<file path="config.mk">
export PLATFORM = sky130hd
export DESIGN_NAME = time_reader
export DESIGN_NICKNAME = d
export VERILOG_FILES = /design/src/rtc_bus_pkg.sv /design/src/time_reader.sv
export VERILOG_INCLUDE_DIRS = /design/src /design/src/include
export SDC_FILE = /design/constraint.sdc
export NUM_CORES = 1
export LEC_CHECK = 0
export BUFFER_PORTS_ARGS = -buffer_cell sky130_fd_sc_hd__buf_4
export CAP_MARGIN = 5
export CORE_ASPECT_RATIO = 1.5
export CORE_UTILIZATION = 52
export DETAILED_ROUTE_END_ITERATION = 7
export GPL_TIMING_DRIVEN = 0
export PLACE_DENSITY = 0.9
export SYNTH_ARGS = -nofsm -noshare
export SYNTH_HDL_FRONTEND = slang
export SYNTH_SLANG_ARGS = --single-unit
</file>
<file path="constraint.sdc">
create_clock -name reloj -period 2.2 [get_ports reloj]
set_clock_uncertainty 0.05 [all_clocks]
set_input_delay 0.11 -clock reloj [delete_from_list [all_inputs] [get_ports reloj]]
set_output_delay 0.11 -clock reloj [all_outputs]
set_load 0.05 [all_outputs]
</file>
<file path="src/include/rtc_cfg.svh">
`ifndef RTC_CFG_SVH
`define RTC_CFG_SVH

////////////////////////////////////////////////////////////////////////////
// Bus cycle timing, offsets inside the 32-clock cycle
////////////////////////////////////////////////////////////////////////////
`define RTC_CYCLE_LEN      32
`define RTC_CS1_LO         2     // Address phase select and write
`define RTC_CS1_HI         9
`define RTC_AD_LO          1     // Address/data low, address driven up to AD_HI-1
`define RTC_AD_HI          11
`define RTC_CS2_LO         20    // Data strobe
`define RTC_CS2_HI         27

////////////////////////////////////////////////////////////////////////////
// Chip register map and command bytes
////////////////////////////////////////////////////////////////////////////
`define RTC_ADDR_INIT      8'h00
`define RTC_ADDR_STAT      8'h01
`define RTC_INIT_BYTE      8'h10
`define RTC_TRANSF_CMD     8'hF0
`define RTC_STAT_AA_BIT    3     // Alarm off
`define RTC_STAT_FH_BIT    4     // Hour format

`define RTC_ADDR_DIA       8'h24
`define RTC_ADDR_MES       8'h25
`define RTC_ADDR_ANO       8'h26
`define RTC_ADDR_SEG       8'h21
`define RTC_ADDR_MIN       8'h22
`define RTC_ADDR_HORA      8'h23
`define RTC_ADDR_SEGCR     8'h41
`define RTC_ADDR_MINCR     8'h42
`define RTC_ADDR_HORACR    8'h43
`define RTC_NUM_TIME_REGS  9

// Scan index to chip address, same order as the time register enum
`define RTC_REG_ADDR(idx) \
    ((idx) == 4'd0 ? `RTC_ADDR_DIA   : \
     (idx) == 4'd1 ? `RTC_ADDR_MES   : \
     (idx) == 4'd2 ? `RTC_ADDR_ANO   : \
     (idx) == 4'd3 ? `RTC_ADDR_SEG   : \
     (idx) == 4'd4 ? `RTC_ADDR_MIN   : \
     (idx) == 4'd5 ? `RTC_ADDR_HORA  : \
     (idx) == 4'd6 ? `RTC_ADDR_SEGCR : \
     (idx) == 4'd7 ? `RTC_ADDR_MINCR : `RTC_ADDR_HORACR)

`endif

</file>
<file path="src/rtc_bus_pkg.sv">
`default_nettype none

package rtc_bus_pkg;

    // Address byte seen as page and register nibbles
    typedef struct packed {
        logic [3:0] page;
        logic [3:0] reg_n;
    } rtc_addr_s;

    typedef union packed {
        rtc_addr_s  addr;
        logic [7:0] data;
    } rtc_word_u;

    // Scan order of the reader, also the rd_index code
    typedef enum logic [3:0] {
        TR_DIA    = 4'd0,
        TR_MES    = 4'd1,
        TR_ANO    = 4'd2,
        TR_SEG    = 4'd3,
        TR_MIN    = 4'd4,
        TR_HORA   = 4'd5,
        TR_SEGCR  = 4'd6,
        TR_MINCR  = 4'd7,
        TR_HORACR = 4'd8
    } time_reg_e;

endpackage

`default_nettype wire

</file>
<file path="src/time_reader.sv">
`timescale 1ns/10ps
`default_nettype none

`include "rtc_cfg.svh"

module time_reader (
    input  wire                     reloj,
    input  wire                     resetM,
    input  wire                     reader_step,
    input  wire  [4:0]              offset,
    input  wire  [7:0]              dir_dato,
    output rtc_bus_pkg::rtc_word_u  reader_addr,
    output logic [7:0]              rd_dia,
    output logic [7:0]              rd_mes,
    output logic [7:0]              rd_ano,
    output logic [7:0]              rd_seg,
    output logic [7:0]              rd_min,
    output logic [7:0]              rd_hora,
    output logic [7:0]              rd_segcr,
    output logic [7:0]              rd_mincr,
    output logic [7:0]              rd_horacr,
    output logic                    rd_strobe,
    output rtc_bus_pkg::time_reg_e  rd_index
);

    localparam logic [4:0] CAPTURE_OFS = 5'(`RTC_CS2_HI - 1);   // Last clock of rd_n low

    rtc_bus_pkg::time_reg_e slot_q;
    logic [7:0]             map_addr;
    logic [7:0]             cap_byte;

    assign map_addr = `RTC_REG_ADDR(slot_q);

    // Page nibble picks the clock or chrono bank
    always_comb
    begin
        reader_addr.addr.page  = map_addr[7:4];
        reader_addr.addr.reg_n = map_addr[3:0];
    end

    always_ff @(posedge reloj)
    begin
        if (offset == CAPTURE_OFS)
            cap_byte <= dir_dato;
    end

    ////////////////////////////////////////////////////////////////////////////
    // Scan and demux, committed only when the cycle was ours
    ////////////////////////////////////////////////////////////////////////////
    always_ff @(posedge reloj)
    begin
        if (resetM)
        begin
            slot_q    <= rtc_bus_pkg::TR_DIA;
            rd_index  <= rtc_bus_pkg::TR_DIA;
            rd_strobe <= 1'b0;
            rd_dia    <= 8'h00;
            rd_mes    <= 8'h00;
            rd_ano    <= 8'h00;
            rd_seg    <= 8'h00;
            rd_min    <= 8'h00;
            rd_hora   <= 8'h00;
            rd_segcr  <= 8'h00;
            rd_mincr  <= 8'h00;
            rd_horacr <= 8'h00;
        end
        else
        begin
            rd_strobe <= reader_step;
            if (reader_step)
            begin
                rd_index <= slot_q;
                case (slot_q)
                    rtc_bus_pkg::TR_DIA:   rd_dia    <= cap_byte;
                    rtc_bus_pkg::TR_MES:   rd_mes    <= cap_byte;
                    rtc_bus_pkg::TR_ANO:   rd_ano    <= cap_byte;
                    rtc_bus_pkg::TR_SEG:   rd_seg    <= cap_byte;
                    rtc_bus_pkg::TR_MIN:   rd_min    <= cap_byte;
                    rtc_bus_pkg::TR_HORA:  rd_hora   <= cap_byte;
                    rtc_bus_pkg::TR_SEGCR: rd_segcr  <= cap_byte;
                    rtc_bus_pkg::TR_MINCR: rd_mincr  <= cap_byte;
                    default:               rd_horacr <= cap_byte;
                endcase
                if (slot_q == rtc_bus_pkg::TR_HORACR)
                    slot_q <= rtc_bus_pkg::TR_DIA;
                else
                    slot_q <= rtc_bus_pkg::time_reg_e'(slot_q + 4'd1);
            end
        end
    end

endmodule

`default_nettype wire

</file>
==> flow_summary.yaml <==
synthesis:
  synth_xor_area_share_pct: 0
  yosysUniqueCellTypes: 37
  synth-seq-cells: 89
  syn_avg_cell_area_um2: 9.29
  yosys.area_share.adder_pct: 1.37
  synth_top_family_by_area: "simple AND/OR/NAND/NOR gates"
  synthFlopType: "dfxtp_1"
  synthArstFlopShare_pct: 0
  synthMuxAreaShare_pct: 10.1
  yosys.area.top_type: "dfxtp_1"
  seq_area_frac_synth_pct: 50.9
  synth-edff-count: 8
  synth_compound_area_share_pct: 8.00
  synth.area.top_cells: "dfxtp_1, mux2i_1, nand2_1"
  synth_top_area_share_pct: 44.3
  synthesis.area_um2: 3660
  synth_simple_gate_area_share_pct: 23.2
  netlist_instances: 394
  yosysWarnings: 0
routing:
  vias_per_cell: 5.53
  route.detailed.drc: 8
  ant_nets: 0
  vias: 3288
  avgRoutedWirePerCell_um: 16.4
  first_pass_iters: 6
  drtIter0Drc: 240
  wl_um: 9730
placement:
  place_congestion: 0.863
  placed_area_um2: 4490
  dpl.hpwl_um: 6550
  portBuffers: 97
worst_setup_path:
  crit_path_start_kind: "flop"
  endpoint_kind: "output port"
  crit_required_ps: 2040
  worstPathMaxFanout: 10
  path_class: "flop to output port"
  cp.arrival_ps: 1940
clock_tree:
  cts_tree: "built"
  clk-insertion-delay-late_ps: 370
  clock-sinks: 89
  clockBufferDepth: 2
  cts_root_buffer: "clkbuf_8"
  cts_setup_buffers: 0
  h-tree-depth: 3
  clk_pin_slew_worst_paths_ps: 90
  numCtsBuffers: 9
outcome:
  violations: "DRC"
  outcome: "complete, but fails checks"
grt:
  grt_use_total_pct: 27.4
  overflow: 0
  grt_antenna_before_repair: 0
  grt_start_max_net_pins: 15
  grt_pass1_wl_um: 15600
  first_global_vias: 3205
min_path:
  worstHoldPathType: "primary input to flop"
timing:
  max_slew_margin_pct: 56.6
  fmax_ghz: 0.476
  hold_slack_ps: 38.7
  rsz0062_at_grt: "no"
  worstMarginPinSlew_ps: 651
  period_needed_ps: 2100
  drv_slew: 0
  setup_viol: 0
  setup_tns_ps: 0
  finalHoldViolations: 0
  timing.final.crit_share_pct: 95.4
finish:
  final_common_cell: "buf_4"
  design_area_um2: 4760
  mostFrequentLayoutCells: "buf_4, dfxtp_1, nand2_1"
  final_layout_size_suffix_gt1_share_pct: 27.5
  diodes: 0
  area_growth_pct: 30.2
  nets: 532
power_and_ir_drop:
  power_density_nw_per_um2: 693
  leakage_nw: 1.97
  peakVddDrop_mv: 0.596
  total_power_w: 0.00330
die:
  die_w_um: 70.5
  core-area_um2: 6850
  io_pins: 101
  dieArea_um2: 7380
  std_cell_rows: 37
  die_y_um: 105
  start_util_pct: 53.4
job:
  max_cap_violations: 0
==> repair_timing <==
action	in CTS	in global routing
resized for setup	0	2
endpoints found under the hold margin	8	0
hold buffers	8	0
endpoints found under the setup margin	0	2
==> per-layer routing <==
| metal | global-route usage [%] | part of all wire, % |
|---|---|---|
| met3 | 4.82 | 5.3 |
| met5 | 0 | 0 |
| met2 | 48.3 | 53 |
| met4 | 18.2 | 3.4 |
| met1 | 29.5 | 39 |
==> cells by family (layout without fill, tap and decap cells) <==
family	Yosys count	count (layout)
AOI/OAI and AO/OA	53	53
adders and majority gates	4	4
buffers and inverters	47	168
DFF	89	89
muxes	37	37
other	1	3
and+or+nand+nor	163	163
==> layout make-up <==
type | instances | area [um^2]
Timing Repair Buffer | 105 | 808
Clock inverter | 5 | 56.3
Tap cell | 78 | 97.6
Clock buffer | 11 | 131
Inverter | 4 | 15.0
Buffer | 43 | 216
Fill cell | 527 | 2090
Sequential cell | 89 | 1860
Multi-Input combinational cell | 260 | 1570
==> synthesized netlist by cell type, types with 5 or more instances <==
cell / count
buf_4: 7
nand4_1: 8
clkbuf_1: 17
nand4b_1: 5
nand2_1: 68
nor3b_1: 8
dfxtp_1: 81
mux2i_1: 37
edfxtp_1: 8
nor2_1: 39
a21oi_1: 37
and4b_1: 5
a31oi_1: 7
or4b_1: 8
nand3_1: 8
buf_2: 17
==> metrics by stage <==
step / worst slack [ps] / utilization [%] / instances
floorplan: 168 / - / 396
global placement: 314 / 65.6 / 571
detailed placement: 253 / 65.6 / 571
CTS: 72.9 / 69.5 / 595
global route: 12.3 / 69.5 / 595
finish: 101 / 69.5 / 595
==> critical path: stages (launching register included) <==
cell	delay [ps]
dfxtp_1	310
buf_2	180
buf_2	240
clkbuf_1	410
o21bai_1	200
buf_4	220
==> path summary, 6_finish.rpt <==
kind	from	to	slack [ps]	depth (start not counted)
setup / recovery	slot_q[3]	reader_addr[0]	100	5
hold / removal	resetM	rd_horacr[3]	40	3
setup reg to reg	slot_q[0]	rd_horacr[7]	240	7
hold reg to reg	rd_hora[7]	rd_hora[7]	410	2
==> power breakdown <==
part	internal, W	switching (W)	leakage [nW]	total (W)
logic	0.000170	0.000327	1.14	0.000497
registers	0.00167	0.0000290	0.729	0.00170
clock network	0.000524	0.000579	0.0933	0.00110
total	0.00237	0.000936	1.97	0.00330
Note: power is estimated with default switching activity, not from simulation.
