<file path="config.mk">
export PLATFORM = sky130hd
export DESIGN_NAME = bus_cycle_gen
export DESIGN_NICKNAME = d
export VERILOG_FILES = /design/src/bus_cycle_gen.sv
export VERILOG_INCLUDE_DIRS = /design/src /design/src/include
export SDC_FILE = /design/constraint.sdc
export NUM_CORES = 1
export LEC_CHECK = 0
export ABC_AREA = 1
export ABC_CLOCK_PERIOD_IN_PS = 1300
export BUFFER_PORTS_ARGS = -buffer_cell sky130_fd_sc_hd__buf_4
export CORE_AREA = 5 5 42 44
export DETAILED_ROUTE_END_ITERATION = 16
export DIE_AREA = 0 0 47 49
export MAX_ROUTING_LAYER = met4
export PLACE_DENSITY = 0.58
export SLEW_MARGIN = 20
export SYNTH_ARGS = -nofsm -noshare
export SYNTH_HDL_FRONTEND = slang
export SYNTH_SLANG_ARGS = --single-unit
</file>
<file path="constraint.sdc">
create_clock -name reloj -period 1.3 [get_ports reloj]
set_input_delay 0.065 -clock reloj [delete_from_list [all_inputs] [get_ports reloj]]
set_output_delay 0.065 -clock reloj [all_outputs]
set_load 0.02 [all_outputs]
</file>
<file path="src/include/rtc_cfg.svh">
`ifndef RTC_CFG_SVH
`define RTC_CFG_SVH

////////////////////////////////////////////////////////////////////////////
// Bus cycle timing, offsets inside the 32-clock cycle
////////////////////////////////////////////////////////////////////////////
`define RTC_CYCLE_LEN      32
`define RTC_CS1_LO         2     // Address phase select and write
`define RTC_CS1_HI         9
`define RTC_AD_LO          1     // Address/data low, address driven up to AD_HI-1
`define RTC_AD_HI          11
`define RTC_CS2_LO         20    // Data strobe
`define RTC_CS2_HI         27

////////////////////////////////////////////////////////////////////////////
// Chip register map and command bytes
////////////////////////////////////////////////////////////////////////////
`define RTC_ADDR_INIT      8'h00
`define RTC_ADDR_STAT      8'h01
`define RTC_INIT_BYTE      8'h10
`define RTC_TRANSF_CMD     8'hF0
`define RTC_STAT_AA_BIT    3     // Alarm off
`define RTC_STAT_FH_BIT    4     // Hour format

`define RTC_ADDR_DIA       8'h24
`define RTC_ADDR_MES       8'h25
`define RTC_ADDR_ANO       8'h26
`define RTC_ADDR_SEG       8'h21
`define RTC_ADDR_MIN       8'h22
`define RTC_ADDR_HORA      8'h23
`define RTC_ADDR_SEGCR     8'h41
`define RTC_ADDR_MINCR     8'h42
`define RTC_ADDR_HORACR    8'h43
`define RTC_NUM_TIME_REGS  9

// Scan index to chip address, same order as the time register enum
`define RTC_REG_ADDR(idx) \
    ((idx) == 4'd0 ? `RTC_ADDR_DIA   : \
     (idx) == 4'd1 ? `RTC_ADDR_MES   : \
     (idx) == 4'd2 ? `RTC_ADDR_ANO   : \
     (idx) == 4'd3 ? `RTC_ADDR_SEG   : \
     (idx) == 4'd4 ? `RTC_ADDR_MIN   : \
     (idx) == 4'd5 ? `RTC_ADDR_HORA  : \
     (idx) == 4'd6 ? `RTC_ADDR_SEGCR : \
     (idx) == 4'd7 ? `RTC_ADDR_MINCR : `RTC_ADDR_HORACR)

`endif

</file>
<file path="src/bus_cycle_gen.sv">
`timescale 1ns/10ps
`default_nettype none

`include "rtc_cfg.svh"

module bus_cycle_gen (
    input  wire        reloj,
    input  wire        resetM,
    output logic       cycle_start,
    output logic [4:0] offset,
    output logic       cs_addr_win,
    output logic       cs_data_win,
    output logic       ad_win
);

    localparam logic [4:0] LAST = 5'(`RTC_CYCLE_LEN - 1);

    always_ff @(posedge reloj)
    begin
        if (resetM)
            offset <= 5'd0;
        else if (offset == LAST)
            offset <= 5'd0;
        else
            offset <= offset + 5'd1;
    end

    assign cycle_start = (offset == 5'd0);

    ////////////////////////////////////////////////////////////////////////////
    // Strobe windows, one clock behind the offset they decode
    ////////////////////////////////////////////////////////////////////////////
    always_ff @(posedge reloj)
    begin
        if (resetM)
        begin
            cs_addr_win <= 1'b0;
            cs_data_win <= 1'b0;
            ad_win      <= 1'b0;
        end
        else
        begin
            cs_addr_win <= (offset >= `RTC_CS1_LO) && (offset < `RTC_CS1_HI);
            cs_data_win <= (offset >= `RTC_CS2_LO) && (offset < `RTC_CS2_HI);
            ad_win      <= (offset >= `RTC_AD_LO)  && (offset < `RTC_AD_HI);
        end
    end

endmodule

`default_nettype wire

</file>
==> summary.txt, run 1 <==
Status - finished, final reports clean
Seq/Total Area, Yosys - 38.67%
IO Count - 11
Number of remaining DRC errors - 0
Final-report setup violation count - 0
CTS max path bufs - 2
Max-cap violations - 0
Register area - 165.2 um2
Worst path arrival time - 1.44 ns
Top cells by area, synth - dfxtp_1, ha_1, inv_1
Largest net degree at the start of global routing - 7
Worst EP required - 1.49 ns
Area Overhead vs Synth - 60.73%
Layout cells sized above 1 - 48.10%
TNS Setup - 0 ns
Clk sinks - 8
ANT cells - 0
Total Routing Usage GR - 8.664%
GPL Wtd Cong - 0.7282
Yosys cell types - 12
Final nets - 87
CTS tree - done
Slew Viols, Final - 0
Multi-input logic area - 257.7 um2
First-pass GRT wire length - 1.380 mm
Die ar. - 2303 um2
Die width - 47 um
Finished Cell Area - 665.6 um2
Port bufs - 10
Power per Cell Area - 996.5 nW/um2
Mapped cell area - 414.1 um2
Place WS - 0.02399 ns
CTS Buf Count - 3
Hold Path Stages - 4
CTS Root Cell - clkbuf_4
Final hold vios - 0
Worst Tran Pin Value - 0.2318 ns
Layout fillers - 147
Top FF cell, synth - dfxtp_1
Yosys warns - 0
Reg2Reg Setup Slack - 0.05 ns
Asr flop ratio synth - 0%
Reg-to-reg endpoint - offset[2]
Starting Density - 29.55%
Crit start category - register
Setup crit end kind - register
Post-Syn Nets - 63
Most frequent cell after synthesis - inv_1
Synth top cells by count - inv_1, nand2_1, nor2_1
Share of the clock period used by the worst path - 95.99%
Min-Delay Endpoint - cs_addr_win
Via total after detailed routing - 412
Worst r2r path cells - 6
Max VDD drop - 0.0005554 V
Crit Reg-Reg Startpoint - offset[0]
Syn_area_per_cell - 7.395 um2
Clk slew on worst S/H paths - 0.06 ns
Peak Freq - 801.4 MHz
DP Area - 549.3 um2
Core ar. - 1401 um2
Final WL - 921 um
Worst path bufs/invs - 0
Worst Hold Slack - 0.08636 ns
CP max FO - 5
Dpl hpwl - 667.6 um
Vias in the first global route - 352
Post-route minimum period - 1.248 ns
Worst-skew pair later-pin latency - 0.25 ns
Starting DRT DRC Count - 5
Htree depth - 1
Cell Rows - 14
LEAKAGE - 0.3359 nW
Final Util - 47.50%
Clock Skew - 0.008319 ns
Setup ws final - 0.05214 ns
Cells after synthesis - 56
HP Start - resetM
CP Cell Sequence - ha_4 -> nand2_2 -> nor2_2 -> ha_2 -> or2_4 -> nor3b_2
Avg Vias per Cell - 4.337
Cell taking the most area after synthesis - dfxtp_1
Remaining antenna violation count - 0
Die height - 49 um
Drt wl/cell - 9.695 um
Share of the synthesized area in the top cell type - 38.67%
Setup CP Type - reg -> reg
Delay-heaviest family, CP - simple AND/OR/NAND/NOR gates
Gr ovfl total - 0
Relative slew slack - 84.52%
Drt pass-1 iters - 4
Cts hold-fix bufs - 0
Slowest stage delay, CP - 0.35 ns
Post-synth EDFFs - 0
CP max stage cell - dfxtp_4
Tightest Hold Check Type - in -> reg
Post-synthesis register bit count - 8
Initial antenna violation count - 0
==> worst min-delay path, stage by stage <==
cell     delay, ns
buf_4         0.08
inv_1         0.05
nand2_1       0.06
nor2_1        0.03
==> timing repair <==
action	CTS	global route
setup endpoints to repair	1	4
pin swaps	1	4
setup buffers	1	4
gates resized for setup	5	10
==> area by class of cell <==
class / instances / area share [%]
tap: 16 / 3.008
sequential: 8 / 24.81
timing repair buffer: 19 / 22.56
inverter: 11 / 6.955
clock buffer: 4 / 3.947
multi-input combinational: 37 / 38.72
==> cell usage in the layout (no fill, tap or decap) <==
cell and n:
nor2_4 1, ha_1 2, dfxtp_1 6, nand2_1 8, nor2_1 8, dfxtp_2 1, clkbuf_1 1, ha_2 1
nor2_2 4, inv_4 2, a21oi_1 1, inv_1 9, clkbuf_4 3, nand3_1 3, or2_4 1, buf_4 17
ha_4 2, nor3b_2 1, o21ai_1 1, dfxtp_4 1, nand2_2 2, nand4_1 2, buf_6 2
==> stage by stage <==
stage               total power [mW]  cells
finish                        0.6633     95
floorplan                     0.3630     56
global route                  0.7212     95
CTS                           0.6438     91
global placement              0.4206     86
detailed placement            0.4212     86
==> how the worst max path moves through the flow <==
stage                   start          end  slack [ns]  cells after the start
floorplan           offset[1]    offset[2]        0.02                      6
global placement    offset[0]    offset[2]        0.05                      6
detailed placement  offset[0]    offset[2]        0.02                      6
CTS                 offset[0]  cycle_start      0.0004                      6
global route        offset[0]    offset[2]      -0.007                      6
finish              offset[0]    offset[2]        0.05                      6
==> metal layers <==
metal	GRT usage (%)	part of all wire, %	wire, um	up-vias
li1	-	-	-	215
met2	11.99	52	480	10
met3	5.535	6.7	62	0
met4	4.147	0	0	0
met1	9.451	41	378	187
met5	-	0	0	-
==> sequential cells by signal, indices dropped and copies added (netlist names) <==
name / count
ad_win: 1
cs_addr_win: 1
cs_data_win: 1
offset: 5
==> where the power goes <==
part	switching, mW	internal [mW]
logic	0.0973	0.0922
registers	0.00969	0.261
clock network	0.0856	0.117
total	0.193	0.471
==> cell families (layout without fill, tap and decap cells) <==
kind of cell	Yosys count	count (layout)	share of synthesized area (%)
DFF	8	8	38.67
adders and majority gates	5	5	15.11
AOI/OAI and AO/OA	2	2	2.415
and+or+nand+nor	30	30	33.84
buffers and inverters	11	34	9.970
Note: power is estimated with default switching activity, not from simulation.
==> run 2: changes to the inputs <==
--- a/config.mk
+++ b/config.mk
@@ -7,7 +7,7 @@
 export NUM_CORES = 1
 export LEC_CHECK = 0
 export ABC_AREA = 1
-export ABC_CLOCK_PERIOD_IN_PS = 1300
+export ABC_CLOCK_PERIOD_IN_PS = 1100
 export BUFFER_PORTS_ARGS = -buffer_cell sky130_fd_sc_hd__buf_4
 export CORE_AREA = 5 5 42 44
 export DETAILED_ROUTE_END_ITERATION = 16
==> constraint.sdc (replaced) <==
create_clock -name reloj -period 1.1 [get_ports reloj]
set_input_delay 0.055 -clock reloj [delete_from_list [all_inputs] [get_ports reloj]]
set_output_delay 0.055 -clock reloj [all_outputs]
set_load 0.02 [all_outputs]
==> summary.txt, run 2 (synthesis gave the netlist of run 1 again) <==
LEAKAGE - 0.3529 nW
Met2 routed WL - 465 um
Multi-input logic area - 286.5 um2
Reg with most FFs - offset
Slew Viols, Final - 0
Via total after detailed routing - 398
Layout cells sized above 1 - 51.90%
Final hold vios - 0
Core ar. - 1401 um2
Power per Cell Area - 1119 nW/um2
Initial antenna violation count - 0
GPL Wtd Cong - 0.7982
Cts hold-fix bufs - 0
CTS Root Cell - clkbuf_4
Share of the clock period used by the worst path - 112.0%
Cells after DPL - 88
Max VDD drop - 0.0006764 V
Final-report setup violation count - 7
Area Overhead vs Synth - 71.30%
Clk sinks - 8
Crit start category - register
Die height - 49 um
Non-Filler Instances - 95
Drt wl/cell - 9.411 um
Most frequent cells in the layout - buf_4, nand2_1, nor2_1, inv_1
Remaining antenna violation count - 0
Setup ws final - -0.1322 ns
Clock Skew - 0.01164 ns
Layout fillers - 138
Failing checks - setup timing
Largest net degree at the start of global routing - 7
HP Start - resetM
Number of remaining DRC errors - 0
CP max FO - 5
CTS tree - done
Max-cap violations - 0
IO Count - 11
Worst Tran Pin Value - 0.1404 ns
Gr ovfl total - 0
Starting DRT DRC Count - 5
Max layer used - met3
ANT cells - 0
Worst-skew pair later-pin latency - 0.26 ns
Crit Reg-Reg Startpoint - offset[0]
Dpl hpwl - 689.7 um
Starting Density - 29.55%
Tightest Hold Check Type - in -> reg
First-pass GRT wire length - 1.469 mm
Setup crit end kind - register
CTS Buf Count - 3
Post-route minimum period - 1.232 ns
Clk slew on worst S/H paths - 0.06 ns
Port bufs - 10
Vias in the first global route - 357
Status - complete, but fails checks
Relative slew slack - 90.58%
Crit path from - offset[0]
Worst Hold Slack - 0.07178 ns
Setup CP Type - reg -> reg
CTS max path bufs - 2
Met1 wire length - 352 um
Peak Freq - 811.5 MHz
Drt pass-1 iters - 4
Die width - 47 um
Final nets - 87
Avg Vias per Cell - 4.189
WL met3 - 76 um
Worst path arrival time - 1.43 ns
Register area - 168.9 um2
Total Routing Usage GR - 8.953%
Max FFs per register - 5
Final WL - 894 um
Cell Rows - 14
Worst EP required - 1.29 ns
Total power - 0.7938 mW
Commonest non-fill, non-tap cell in the layout - buf_4
Htree depth - 1
RSZ-0062 raised after global routing - true
Die ar. - 2303 um2
-- run 2: final timing paths --
| path | depth (start not counted) | end | slack (ns) |
|---|---|---|---|
| min reg2reg | 3 | offset[3] | 0.54 |
| max | 6 | offset[2] | -0.13 |
| min | 4 | cs_addr_win | 0.07 |
| max reg2reg | 6 | offset[2] | -0.13 |
-- run 2: final cells by class --
class / count / area share (%)
tap: 16 / 2.822
multi-input combinational: 37 / 40.39
timing repair buffer: 19 / 22.75
clock buffer: 4 / 3.704
sequential: 8 / 23.81
inverter: 11 / 6.526
-- run 2: per-layer routing --
layer / vias up / track usage (%)
li1: 214 / -
met1: 175 / 10.55
met2: 9 / 13.12
met3: 0 / 5.535
met4: 0 / 1.382
met5: - / -
-- run 2: stage by stage --
stage                     setup TNS, ns  cell area [um2]  utilization, %  worst slack [ns]
after floorplan                 -0.4048            442.9               -           -0.1244
after global placement          -0.2966            583.1           41.61          -0.09166
after detailed placement        -0.3595            583.1           41.61           -0.1258
after CTS                       -0.7325            664.4           47.41           -0.1625
after global routing             -1.047            709.4           50.63           -0.2133
final                           -0.5254            709.4           50.63           -0.1322
-- run 2: power by group --
group	internal [mW]	total, mW	switching, mW
registers	0.309	0.321	0.0120
logic	0.110	0.230	0.120
clock network	0.139	0.243	0.104
total	0.557	0.794	0.237
-- run 2: worst max-delay path, cell delays in order, from the launching register on --
cell	delay [ns]
dfxtp_4	0.35
ha_4	0.16
nand2_4	0.06
nor2_2	0.03
ha_2	0.15
or2_4	0.25
nor3b_2	0.15
-- run 2: what timing repair did --
item | in CTS | in global routing
setup buffers | 3 | 0
endpoints found under the hold margin | 0 | 0
gates resized for setup | 10 | 10
pin swaps | 3 | 4
endpoints found under the setup margin | 7 | 10
