`src/include/rtc_cfg.svh`:
```
`ifndef RTC_CFG_SVH
`define RTC_CFG_SVH

////////////////////////////////////////////////////////////////////////////
// Bus cycle timing, offsets inside the 32-clock cycle
////////////////////////////////////////////////////////////////////////////
`define RTC_CYCLE_LEN      32
`define RTC_CS1_LO         2     // Address phase select and write
`define RTC_CS1_HI         9
`define RTC_AD_LO          1     // Address/data low, address driven up to AD_HI-1
`define RTC_AD_HI          11
`define RTC_CS2_LO         20    // Data strobe
`define RTC_CS2_HI         27

////////////////////////////////////////////////////////////////////////////
// Chip register map and command bytes
////////////////////////////////////////////////////////////////////////////
`define RTC_ADDR_INIT      8'h00
`define RTC_ADDR_STAT      8'h01
`define RTC_INIT_BYTE      8'h10
`define RTC_TRANSF_CMD     8'hF0
`define RTC_STAT_AA_BIT    3     // Alarm off
`define RTC_STAT_FH_BIT    4     // Hour format

`define RTC_ADDR_DIA       8'h24
`define RTC_ADDR_MES       8'h25
`define RTC_ADDR_ANO       8'h26
`define RTC_ADDR_SEG       8'h21
`define RTC_ADDR_MIN       8'h22
`define RTC_ADDR_HORA      8'h23
`define RTC_ADDR_SEGCR     8'h41
`define RTC_ADDR_MINCR     8'h42
`define RTC_ADDR_HORACR    8'h43
`define RTC_NUM_TIME_REGS  9

// Scan index to chip address, same order as the time register enum
`define RTC_REG_ADDR(idx) \
    ((idx) == 4'd0 ? `RTC_ADDR_DIA   : \
     (idx) == 4'd1 ? `RTC_ADDR_MES   : \
     (idx) == 4'd2 ? `RTC_ADDR_ANO   : \
     (idx) == 4'd3 ? `RTC_ADDR_SEG   : \
     (idx) == 4'd4 ? `RTC_ADDR_MIN   : \
     (idx) == 4'd5 ? `RTC_ADDR_HORA  : \
     (idx) == 4'd6 ? `RTC_ADDR_SEGCR : \
     (idx) == 4'd7 ? `RTC_ADDR_MINCR : `RTC_ADDR_HORACR)

`endif

```
`src/rtc_mode_pkg.sv`:
```
`default_nettype none

package rtc_mode_pkg;

    typedef enum logic [1:0] {
        MODE_INIT   = 2'd0,
        MODE_READ   = 2'd1,
        MODE_WRITE  = 2'd2,
        MODE_STATUS = 2'd3
    } ctrl_mode_e;

endpackage

`default_nettype wire

```
`src/rtc_mode_fsm.sv`:
```
`timescale 1ns/10ps
`default_nettype none

module rtc_mode_fsm (
    input  wire                      reloj,
    input  wire                      resetM,
    input  wire                      p_hora,
    input  wire                      p_fecha,
    input  wire                      p_crono,
    input  wire                      a_a,
    input  wire                      f_h,
    input  wire                      r_rtc,
    output rtc_mode_pkg::ctrl_mode_e mode
);

    logic [2:0] psi;    // {program, status, init}

    always_ff @(posedge reloj)
    begin
        if (resetM)
            psi <= 3'b001;      // Decodes to Init
        else
            psi <= {p_hora | p_fecha | p_crono, a_a | f_h, r_rtc};
    end

    ////////////////////////////////////////////////////////////////////////////
    // Mode register with init over status and status over write
    ////////////////////////////////////////////////////////////////////////////
    always_ff @(posedge reloj)
    begin
        if (resetM)
            mode <= rtc_mode_pkg::MODE_INIT;
        else
        begin
            casez (psi)
                3'b??1:  mode <= rtc_mode_pkg::MODE_INIT;
                3'b?10:  mode <= rtc_mode_pkg::MODE_STATUS;
                3'b100:  mode <= rtc_mode_pkg::MODE_WRITE;
                3'b000:  mode <= rtc_mode_pkg::MODE_READ;
                default: mode <= rtc_mode_pkg::MODE_INIT;   // Unknown switch state
            endcase
        end
    end

endmodule

`default_nettype wire

```
`config.mk`:
```
export PLATFORM = sky130hd
export DESIGN_NAME = rtc_mode_fsm
export DESIGN_NICKNAME = d
export VERILOG_FILES = /design/src/include/rtc_cfg.svh /design/src/rtc_mode_pkg.sv /design/src/rtc_mode_fsm.sv
export SDC_FILE = /design/constraint.sdc
export NUM_CORES = 1
export LEC_CHECK = 0
export ABC_AREA = 1
export BUFFER_PORTS_ARGS = -buffer_cell sky130_fd_sc_hd__buf_2
export CELL_PAD_IN_SITES_DETAIL_PLACEMENT = 1
export CELL_PAD_IN_SITES_GLOBAL_PLACEMENT = 1
export CORE_AREA = 2 2 39 41
export DETAILED_ROUTE_END_ITERATION = 10
export DIE_AREA = 0 0 41 43
export PLACE_DENSITY_LB_ADDON = 0.1
export SLEW_MARGIN = 20
export SYNTH_ARGS = -nofsm -noshare
export SYNTH_HDL_FRONTEND = slang
export SYNTH_SLANG_ARGS = --single-unit
```
`constraint.sdc`:
```
create_clock -name reloj -period 1.7 [get_ports reloj]
set_input_delay 0.085 -clock reloj [delete_from_list [all_inputs] [get_ports reloj]]
set_output_delay 0.085 -clock reloj [all_outputs]
set_load 0.02 [all_outputs]
```
==> impl_metrics.ini, run 1 <==
[power_and_ir_drop]
peakVddDrop_mv = 0.156
swShare_pct = 21.3
static-leakage-power_nw = 0.138
power.density_cell_area_nw_per_um2 = 1100
total_power_mw = 0.285
switching_power_mw = 0.0609
share_comb_of_total_power_pct = 7.7
power.share.sequential_pct = 44.2
power.clock.fraction_pct = 48.0
cell_internal_pwr_mw = 0.225

[timing]
timing.fmax_ghz = 1.27
final.setup.tns_ps = 0
post-route-min-period_ps = 785
holdWs_ps = 46.9
rsz0062_at_grt = false
clock-skew-final_ps = 2.65
finalSetupViolations = 0
timing.final.ws_setup_ps = 915
min_period_over_period_pct = 46.1
relSlewSlack_pct = 92.8
timing_hold_violations_final = 0
timing_worst_slew_pin_value_ps = 108
final_max_slew_viol_count = 0

[placement]
hpwlAfterDp_um = 270
placed_cell_count = 43
gpl.final_weighted_congestion = 0.584
dpl_cell_area_um2 = 223
numPortBuffers = 9
preCtsSetupSlack_ps = 1140

[floorplan]
start_util_pct = 11.4
die-height_um = 43
fp.coreArea_um2 = 1380
std_cell_rows = 14
dieWidth_um = 41
die-area_um2 = 1760
io_pins = 10

[yosys]
synth_sequential_area_ratio_pct = 63.5
ys_top_cells_by_area = sky130_fd_sc_hd__dfxtp_1 63%, sky130_fd_sc_hd__nor2_1 12%, sky130_fd_sc_hd__inv_1 9.5%
synth.cell_area_um2 = 158
synth_top_cell_by_area = sky130_fd_sc_hd__dfxtp_1
yosysTopAreaCellShare_pct = 63.5
synth_seq_cells = 5
syn_area_per_cell_um2 = 8.76
ys_types = 7
syn-instance-count = 18
syn_nets = 26
yosys_synthesis_warning_count = 0

[setup_path]
cp_slowest_stage_delay_ps = 520
endpoint_kind = flop
required_ps = 1830
worst-endpoint-arrival_ps = 910
worst-setup-path-type = in2reg
critical_path.cell_chain = dlygate4sd3_1, buf_2, or2_1
critical-path-slowest-cell = sky130_fd_sc_hd__dlygate4sd3_1
crit_path_max_fanout = 1
start_kind = primary input

[route]
vias_per_cell = 3.42
drtPass1Iterations = 1
wl_per_cell_um = 6.81
ant_nets = 0
wirelength_um = 327
detailroute.via_count = 164
drt-initial-drc-count = 0
detail_route.drc_violations = 0

[clocking]
cts.root.buffer_cell = sky130_fd_sc_hd__clkbuf_4
tritoncts.num_buffers = 3
clk_latency_ps = 240
cts.clk_slew.worst_paths_ps = 40
tritoncts = yes
cts.repair.resized = 0
cts.htree.levels = 1
ctsLongestPathBuffers = 2
cts_sinks = 5

[grt]
overflow = 0
initial_antenna_violation_count = 0
pin_count_of_the_biggest_net_entering_global_routing = 5
grt_pass1_vias = 151
grt_pass1_wl_um = 579
globalRouteTotalUtil_pct = 6.33

[hold_path]
hold_path.class = in2reg

[finish]
layout.cells.most_common = sky130_fd_sc_hd__buf_2
fill_cells = 183
area_delta_synth_final_pct = 64.3
instances_no_fill = 48
final_util_pct = 18.7
num_antenna_cells = 0
nets = 41
mostFrequentLayoutCells = 9 x sky130_fd_sc_hd__buf_2, 5 x sky130_fd_sc_hd__nor2_1, 5 x sky130_fd_sc_hd__dfxtp_1
layout.cell_area.non_filler_um2 = 259
final_layout_size_suffix_gt1_share_pct = 40.6

[job]
number_of_maximum_capacitance_constraint_violations = 0

[outcome]
outcome = completed
cell families (layout without fill, tap and decap cells):
| group | count (synthesis) | after routing | synth area share, % |
|---|---|---|---|
| and+or+nand+nor | 7 | 7 | 18.3 |
| buffers and inverters | 4 | 18 | 9.52 |
| DFF | 5 | 5 | 63.5 |
| AOI/OAI and AO/OA | 2 | 2 | 8.73 |
worst paths after layout:
kind	from	endpoint	slack, ps	cells after the start
max reg2reg	psi[0]	mode[0]	1140	3
min	resetM	psi[2]	50	2
min reg2reg	psi[2]	mode[0]	450	1
max	r_rtc	psi[0]	920	3
sequential cells by signal (all words and copies together), names as in the netlist:
name / cells
psi: 3
mode: 2
what timing repair did:
action | in CTS | in global routing
hold buffers | 0 | 1
buffers inserted | 0 | 0
endpoints found under the hold margin | 0 | 1
power groups by stage:
stage                     clock network [mW]  registers, mW  logic (mW)
final                                  0.137          0.126      0.0220
after detailed placement                   0          0.128      0.0210
after CTS                              0.147          0.126      0.0211
after global placement                     0          0.128      0.0206
after global routing                   0.166          0.127      0.0255
after floorplan                            0          0.130     0.00726
area by class of cell:
| cell class | instances | area, um2 | area share [%] |
|---|---|---|---|
| flip-flops and latches | 5 | 100 | 38.6 |
| repair buffers | 10 | 55.1 | 21.3 |
| multi-input cells | 9 | 42.5 | 16.4 |
| clock buffers | 4 | 26.3 | 10.1 |
| inverters | 4 | 15.0 | 5.80 |
| well taps | 16 | 20.0 | 7.73 |
metal layers:
metal,track usage [%],vias to the layer above,wire length (um)
li1,-,80,-
met1,4.84,72,119
met2,6.56,10,159
met3,6.28,2,33
met4,10.0,0,14
met5,0,-,0
critical path: cells and delay by family:
| kind | cells | cell delay (ps) |
|---|---|---|
| buffers and inverters | 2 | 630 |
| and+or+nand+nor | 1 | 190 |
synthesized netlist by cell type (all sizes together):
cell and n:
a21oi 2, dfxtp 5, inv 4, nand2 1, or2 1, nor2 5
Note: power is estimated with default switching activity, not from simulation.
==> inputs of run 2 (changes only) <==
clock period = 0.8 ns   (was 1.7 ns; I/O delays follow)
==> run 2 against run 1 <==
Effect of this change: global-route usage down 1.5 points; first-iteration DRC count unchanged; via count down 4.3%; combinational power up 110%; critical path depth unchanged; cell count unchanged.
==> impl_metrics.ini, run 2 (synthesis results as in run 1) <==
[outcome]
outcome = completed

[placement]
numPortBuffers = 9
gpl.final_weighted_congestion = 0.550
hpwlAfterDp_um = 255
preCtsSetupSlack_ps = 230

[job]
number_of_maximum_capacitance_constraint_violations = 0

[timing]
relSlewSlack_pct = 93.6
timing.fmax_ghz = 1.35
final.setup.tns_ps = 0
finalSetupViolations = 0
final_max_slew_viol_count = 0
clock-skew-final_ps = 1.47
timing_hold_violations_final = 0
holdWs_ps = 2.66
timing_worst_slew_pin_value_ps = 96.4
rsz0062_at_grt = false
min_period_over_period_pct = 92.8
post-route-min-period_ps = 743
timing.final.ws_setup_ps = 57.4

[floorplan]
io_pins = 10
die-height_um = 43
die-area_um2 = 1760
fp.coreArea_um2 = 1380
start_util_pct = 11.4
std_cell_rows = 14
dieWidth_um = 41

[finish]
layout.cells.most_common = sky130_fd_sc_hd__buf_2
num_antenna_cells = 0
mostFrequentLayoutCells = 9 x sky130_fd_sc_hd__buf_2, 5 x sky130_fd_sc_hd__nor2_1, 5 x sky130_fd_sc_hd__dfxtp_1
largest_register = psi
max_ffs_per_register = 3
nets = 41
final_layout_size_suffix_gt1_share_pct = 40.6
area_delta_synth_final_pct = 64.3
largest_registers = psi (3), mode (2)

[setup_path]
endpoint_kind = flop
start_point_of_the_critical_path = r_rtc
worst-endpoint-arrival_ps = 870
crit_path_max_fanout = 1
worstReg2RegStart = psi[0]
required_ps = 930
worst-setup-path-type = in2reg
start_kind = primary input

[clocking]
post-cts-setup-buffers = 0
tritoncts.num_buffers = 3
cts.root.buffer_cell = sky130_fd_sc_hd__clkbuf_4
clk_latency_ps = 240
cts_sinks = 5
tritoncts = yes
cts.clk_slew.worst_paths_ps = 40
ctsLongestPathBuffers = 2
cts.htree.levels = 1

[power_and_ir_drop]
peakVddDrop_mv = 0.500
static-leakage-power_nw = 0.138
power.density_cell_area_nw_per_um2 = 2320

[route]
drtPass1Iterations = 1
ant_nets = 0
wl_per_cell_um = 6.15
detailroute.via_count = 157
vias_per_cell = 3.27
drt-initial-drc-count = 0
wirelength_um = 295
detail_route.drc_violations = 0

[grt]
initial_antenna_violation_count = 0
busiest_layer = met4
grt_pass1_wl_um = 476
groute.layer.met3.usage_pct = 1.57
grtUsageMet1_pct = 5.47
overflow = 0
grt.met2_usage_pct = 4.06
pin_count_of_the_biggest_net_entering_global_routing = 5
globalRouteTotalUtil_pct = 4.82
grt_pass1_vias = 133

[hold_path]
min-delay-start = resetM
hold_path.class = in2reg
run 2: power by group:
group,leakage (nW),internal [mW],switching (mW)
Clock,0.0150,0.188,0.0985
Sequential,0.0415,0.263,0.00486
Combinational,0.0818,0.0254,0.0212
Total,0.138,0.477,0.125
run 2: worst paths after layout:
path              endpoint  slack, ps  cells after the start
setup / recovery    psi[0]         60                      3
hold reg to reg    mode[0]        440                      1
setup reg to reg   mode[1]        240                      3
hold / removal      psi[2]          3                      2
run 2: critical path: stages:
cell and delay, ps:
sky130_fd_sc_hd__dlygate4sd3_1 520, sky130_fd_sc_hd__buf_2 110, sky130_fd_sc_hd__or2_1 190
run 2: through the flow:
stage / instances / utilization, % / area [um2] / power (mW)
after floorplan: 18 / - / 158 / 0.293
after global placement: 43 / 16.1 / 223 / 0.316
after detailed placement: 43 / 16.1 / 223 / 0.317
after CTS: 48 / 18.7 / 259 / 0.619
after global routing: 48 / 18.7 / 259 / 0.647
final: 48 / 18.7 / 259 / 0.602
run 2: repair_timing:
action                                 CTS  global route
resized for setup                        0             0
endpoints found under the hold margin    1             0
hold buffers                             1             0
run 2: final cells by class:
type                            count  area (um2)
Fill cell                         177        1120
Sequential cell                     5         100
Timing Repair Buffer               10        55.1
Multi-Input combinational cell      9        42.5
Clock buffer                        4        26.3
Tap cell                           16        20.0
Inverter                            4        15.0
run 2: metal layers:
layer | vias to the layer above | routed length (um)
met5 | - | 0
met4 | 0 | 14
met3 | 2 | 28
met2 | 10 | 125
met1 | 65 | 126
li1 | 80 | -
==> inputs of run 3 (changes only) <==
ABC_AREA = default   (was 1)
==> run 3 against run 2 <==
Effect of this change: sequential power about the same; critical endpoint unchanged; combinational power decreased by 4%; clock power is essentially flat; register-to-register slack got worse by 40 ps; clock skew decreased by 0.55 ps; power up 0.45%; critical path type unchanged.
==> impl_metrics.ini, run 3 <==
[outcome]
outcome = completed

[setup_path]
worst-endpoint-arrival_ps = 880
worst-setup-path-type = in2reg
required_ps = 920
crit_cells = 3
critical-path-top-delay-family = buffers and inverters
cp.buffers_inverters = 2
crit_path_max_fanout = 1
start_kind = primary input
endpoint_kind = flop
critical-path-slowest-cell = sky130_fd_sc_hd__dlygate4sd3_1
critical_path.cell_chain = dlygate4sd3_1, buf_2, or2_1
cp_slowest_stage_delay_ps = 530
worst-r2r-cell-count = 2

[timing]
min_period_over_period_pct = 94.1
post-route-min-period_ps = 753
timing_worst_slew_pin_value_ps = 156
finalSetupViolations = 0
timing_hold_violations_final = 0
relSlewSlack_pct = 89.5
timing.fmax_ghz = 1.33
final_max_slew_viol_count = 0
clock-skew-final_ps = 0.923
final.setup.tns_ps = 0
rsz0062_at_grt = false

[yosys]
yosysTopAreaCellShare_pct = 67.8
yosys_synthesis_warning_count = 0
synth.cell_area_um2 = 148
syn_area_per_cell_um2 = 10.5
syn-instance-count = 14
ys_types = 6
syn_nets = 22
number_of_synthesized_flops_with_an_enable_pin = 0
fraction_of_registers_with_async_set_reset_pct = 0
synth_most_common_cell = sky130_fd_sc_hd__dfxtp_1
ys_top_cells_by_area = sky130_fd_sc_hd__dfxtp_1 68%, sky130_fd_sc_hd__nor2_1 10%, sky130_fd_sc_hd__a211oi_2 8.5%
post_synth_most_frequent_cells = 5 x sky130_fd_sc_hd__dfxtp_1, 4 x sky130_fd_sc_hd__nor2_1, 2 x sky130_fd_sc_hd__nor3_1
synth_sequential_area_ratio_pct = 67.8
yosys_most_used_dff = sky130_fd_sc_hd__dfxtp_1
synth_top_cell_by_area = sky130_fd_sc_hd__dfxtp_1
synth_seq_cells = 5

[clocking]
tritoncts = yes
post-cts-setup-buffers = 0
cts.clk_slew.worst_paths_ps = 40
clk_latency_ps = 240
cts.root.buffer_cell = sky130_fd_sc_hd__clkbuf_4
cts-hold-fix-buffers = 1
cts_sinks = 5
ctsLongestPathBuffers = 2
cts.repair.resized = 0
cts.htree.levels = 1
tritoncts.num_buffers = 3

[finish]
nets = 37
final_layout_size_suffix_gt1_share_pct = 46.4
layout.cells.most_common = sky130_fd_sc_hd__buf_2
area_delta_synth_final_pct = 68.6
instances_no_fill = 44
max_ffs_per_register = 3
mostFrequentLayoutCells = 9 x sky130_fd_sc_hd__buf_2, 5 x sky130_fd_sc_hd__dfxtp_1, 4 x sky130_fd_sc_hd__nor2_1
largest_registers = psi (3), mode (2)
layout.cell_area.non_filler_um2 = 249
num_antenna_cells = 0
largest_register = psi

[route]
vias_per_cell = 3.20
detail_route.drc_violations = 0
ant_nets = 0
detailroute.via_count = 141
wirelength_um = 335
wl_per_cell_um = 7.61
drt-initial-drc-count = 0
drtPass1Iterations = 1

[placement]
dpl_cell_area_um2 = 213
hpwlAfterDp_um = 252
gpl.final_weighted_congestion = 0.612
numPortBuffers = 9
placed_cell_count = 39

[floorplan]
dieWidth_um = 41
fp.coreArea_um2 = 1380
io_pins = 10
die-height_um = 43
start_util_pct = 10.7
std_cell_rows = 14
die-area_um2 = 1760

[grt]
pin_count_of_the_biggest_net_entering_global_routing = 6
globalRouteTotalUtil_pct = 5.93
initial_antenna_violation_count = 0
grt_pass1_wl_um = 593
grt_pass1_vias = 140
overflow = 0

[power_and_ir_drop]
power.density_cell_area_nw_per_um2 = 2430
static-leakage-power_nw = 0.116
peakVddDrop_mv = 0.960

[hold_path]
hold_path.class = in2reg
hold_depth = 3

[job]
number_of_maximum_capacitance_constraint_violations = 0
run 3: cells by family after synthesis:
| kind of cell | count (synthesis) | synth area share [%] |
|---|---|---|
| AND/OR/NAND/NOR | 7 | 21.2 |
| flip-flops | 5 | 67.8 |
| AO/OA/AOI/OAI | 1 | 8.47 |
| buffers and inverters | 1 | 2.54 |
run 3: cell type report:
class	count	area, um2
inverters	1	3.75
fillers	176	1130
repair buffers	10	55.1
clock buffers	4	26.3
multi-input cells	8	43.8
well taps	16	20.0
flip-flops and latches	5	100
run 3: per-layer routing:
layer  share of wire [%]  track usage [%]
met4                   0             2.00
met1                  49             5.81
met3                 9.6             9.42
met2                  42             6.25
met5                   0                0
run 3: path summary, 6_finish.rpt:
path / startpoint / end / slack, ps
max reg2reg: psi[1] / mode[0] / 200
min reg2reg: psi[0] / mode[0] / 430
max: r_rtc / psi[0] / 50
min: a_a / psi[1] / 10
run 3: tightest hold or removal path: stages:
cell	delay, ps
sky130_fd_sc_hd__buf_2	70
sky130_fd_sc_hd__nor2_1	30
sky130_fd_sc_hd__nor2_1	70
run 3: where the power goes:
group          leakage (nW)  total, mW  internal, mW  switching (mW)
Clock                0.0150      0.290         0.188           0.102
Combinational        0.0592     0.0449        0.0247          0.0202
Sequential           0.0415      0.269         0.263         0.00601
run 3: through the flow:
stage	hold WS [ps]	setup WS, ps	util [%]	power [mW]
after floorplan	112	233	-	0.290
after global placement	218	209	15.4	0.315
after detailed placement	227	198	15.4	0.316
after CTS	11.8	46.1	18.0	0.620
after global routing	15.6	24.6	18.0	0.666
final	11.0	46.9	18.0	0.604
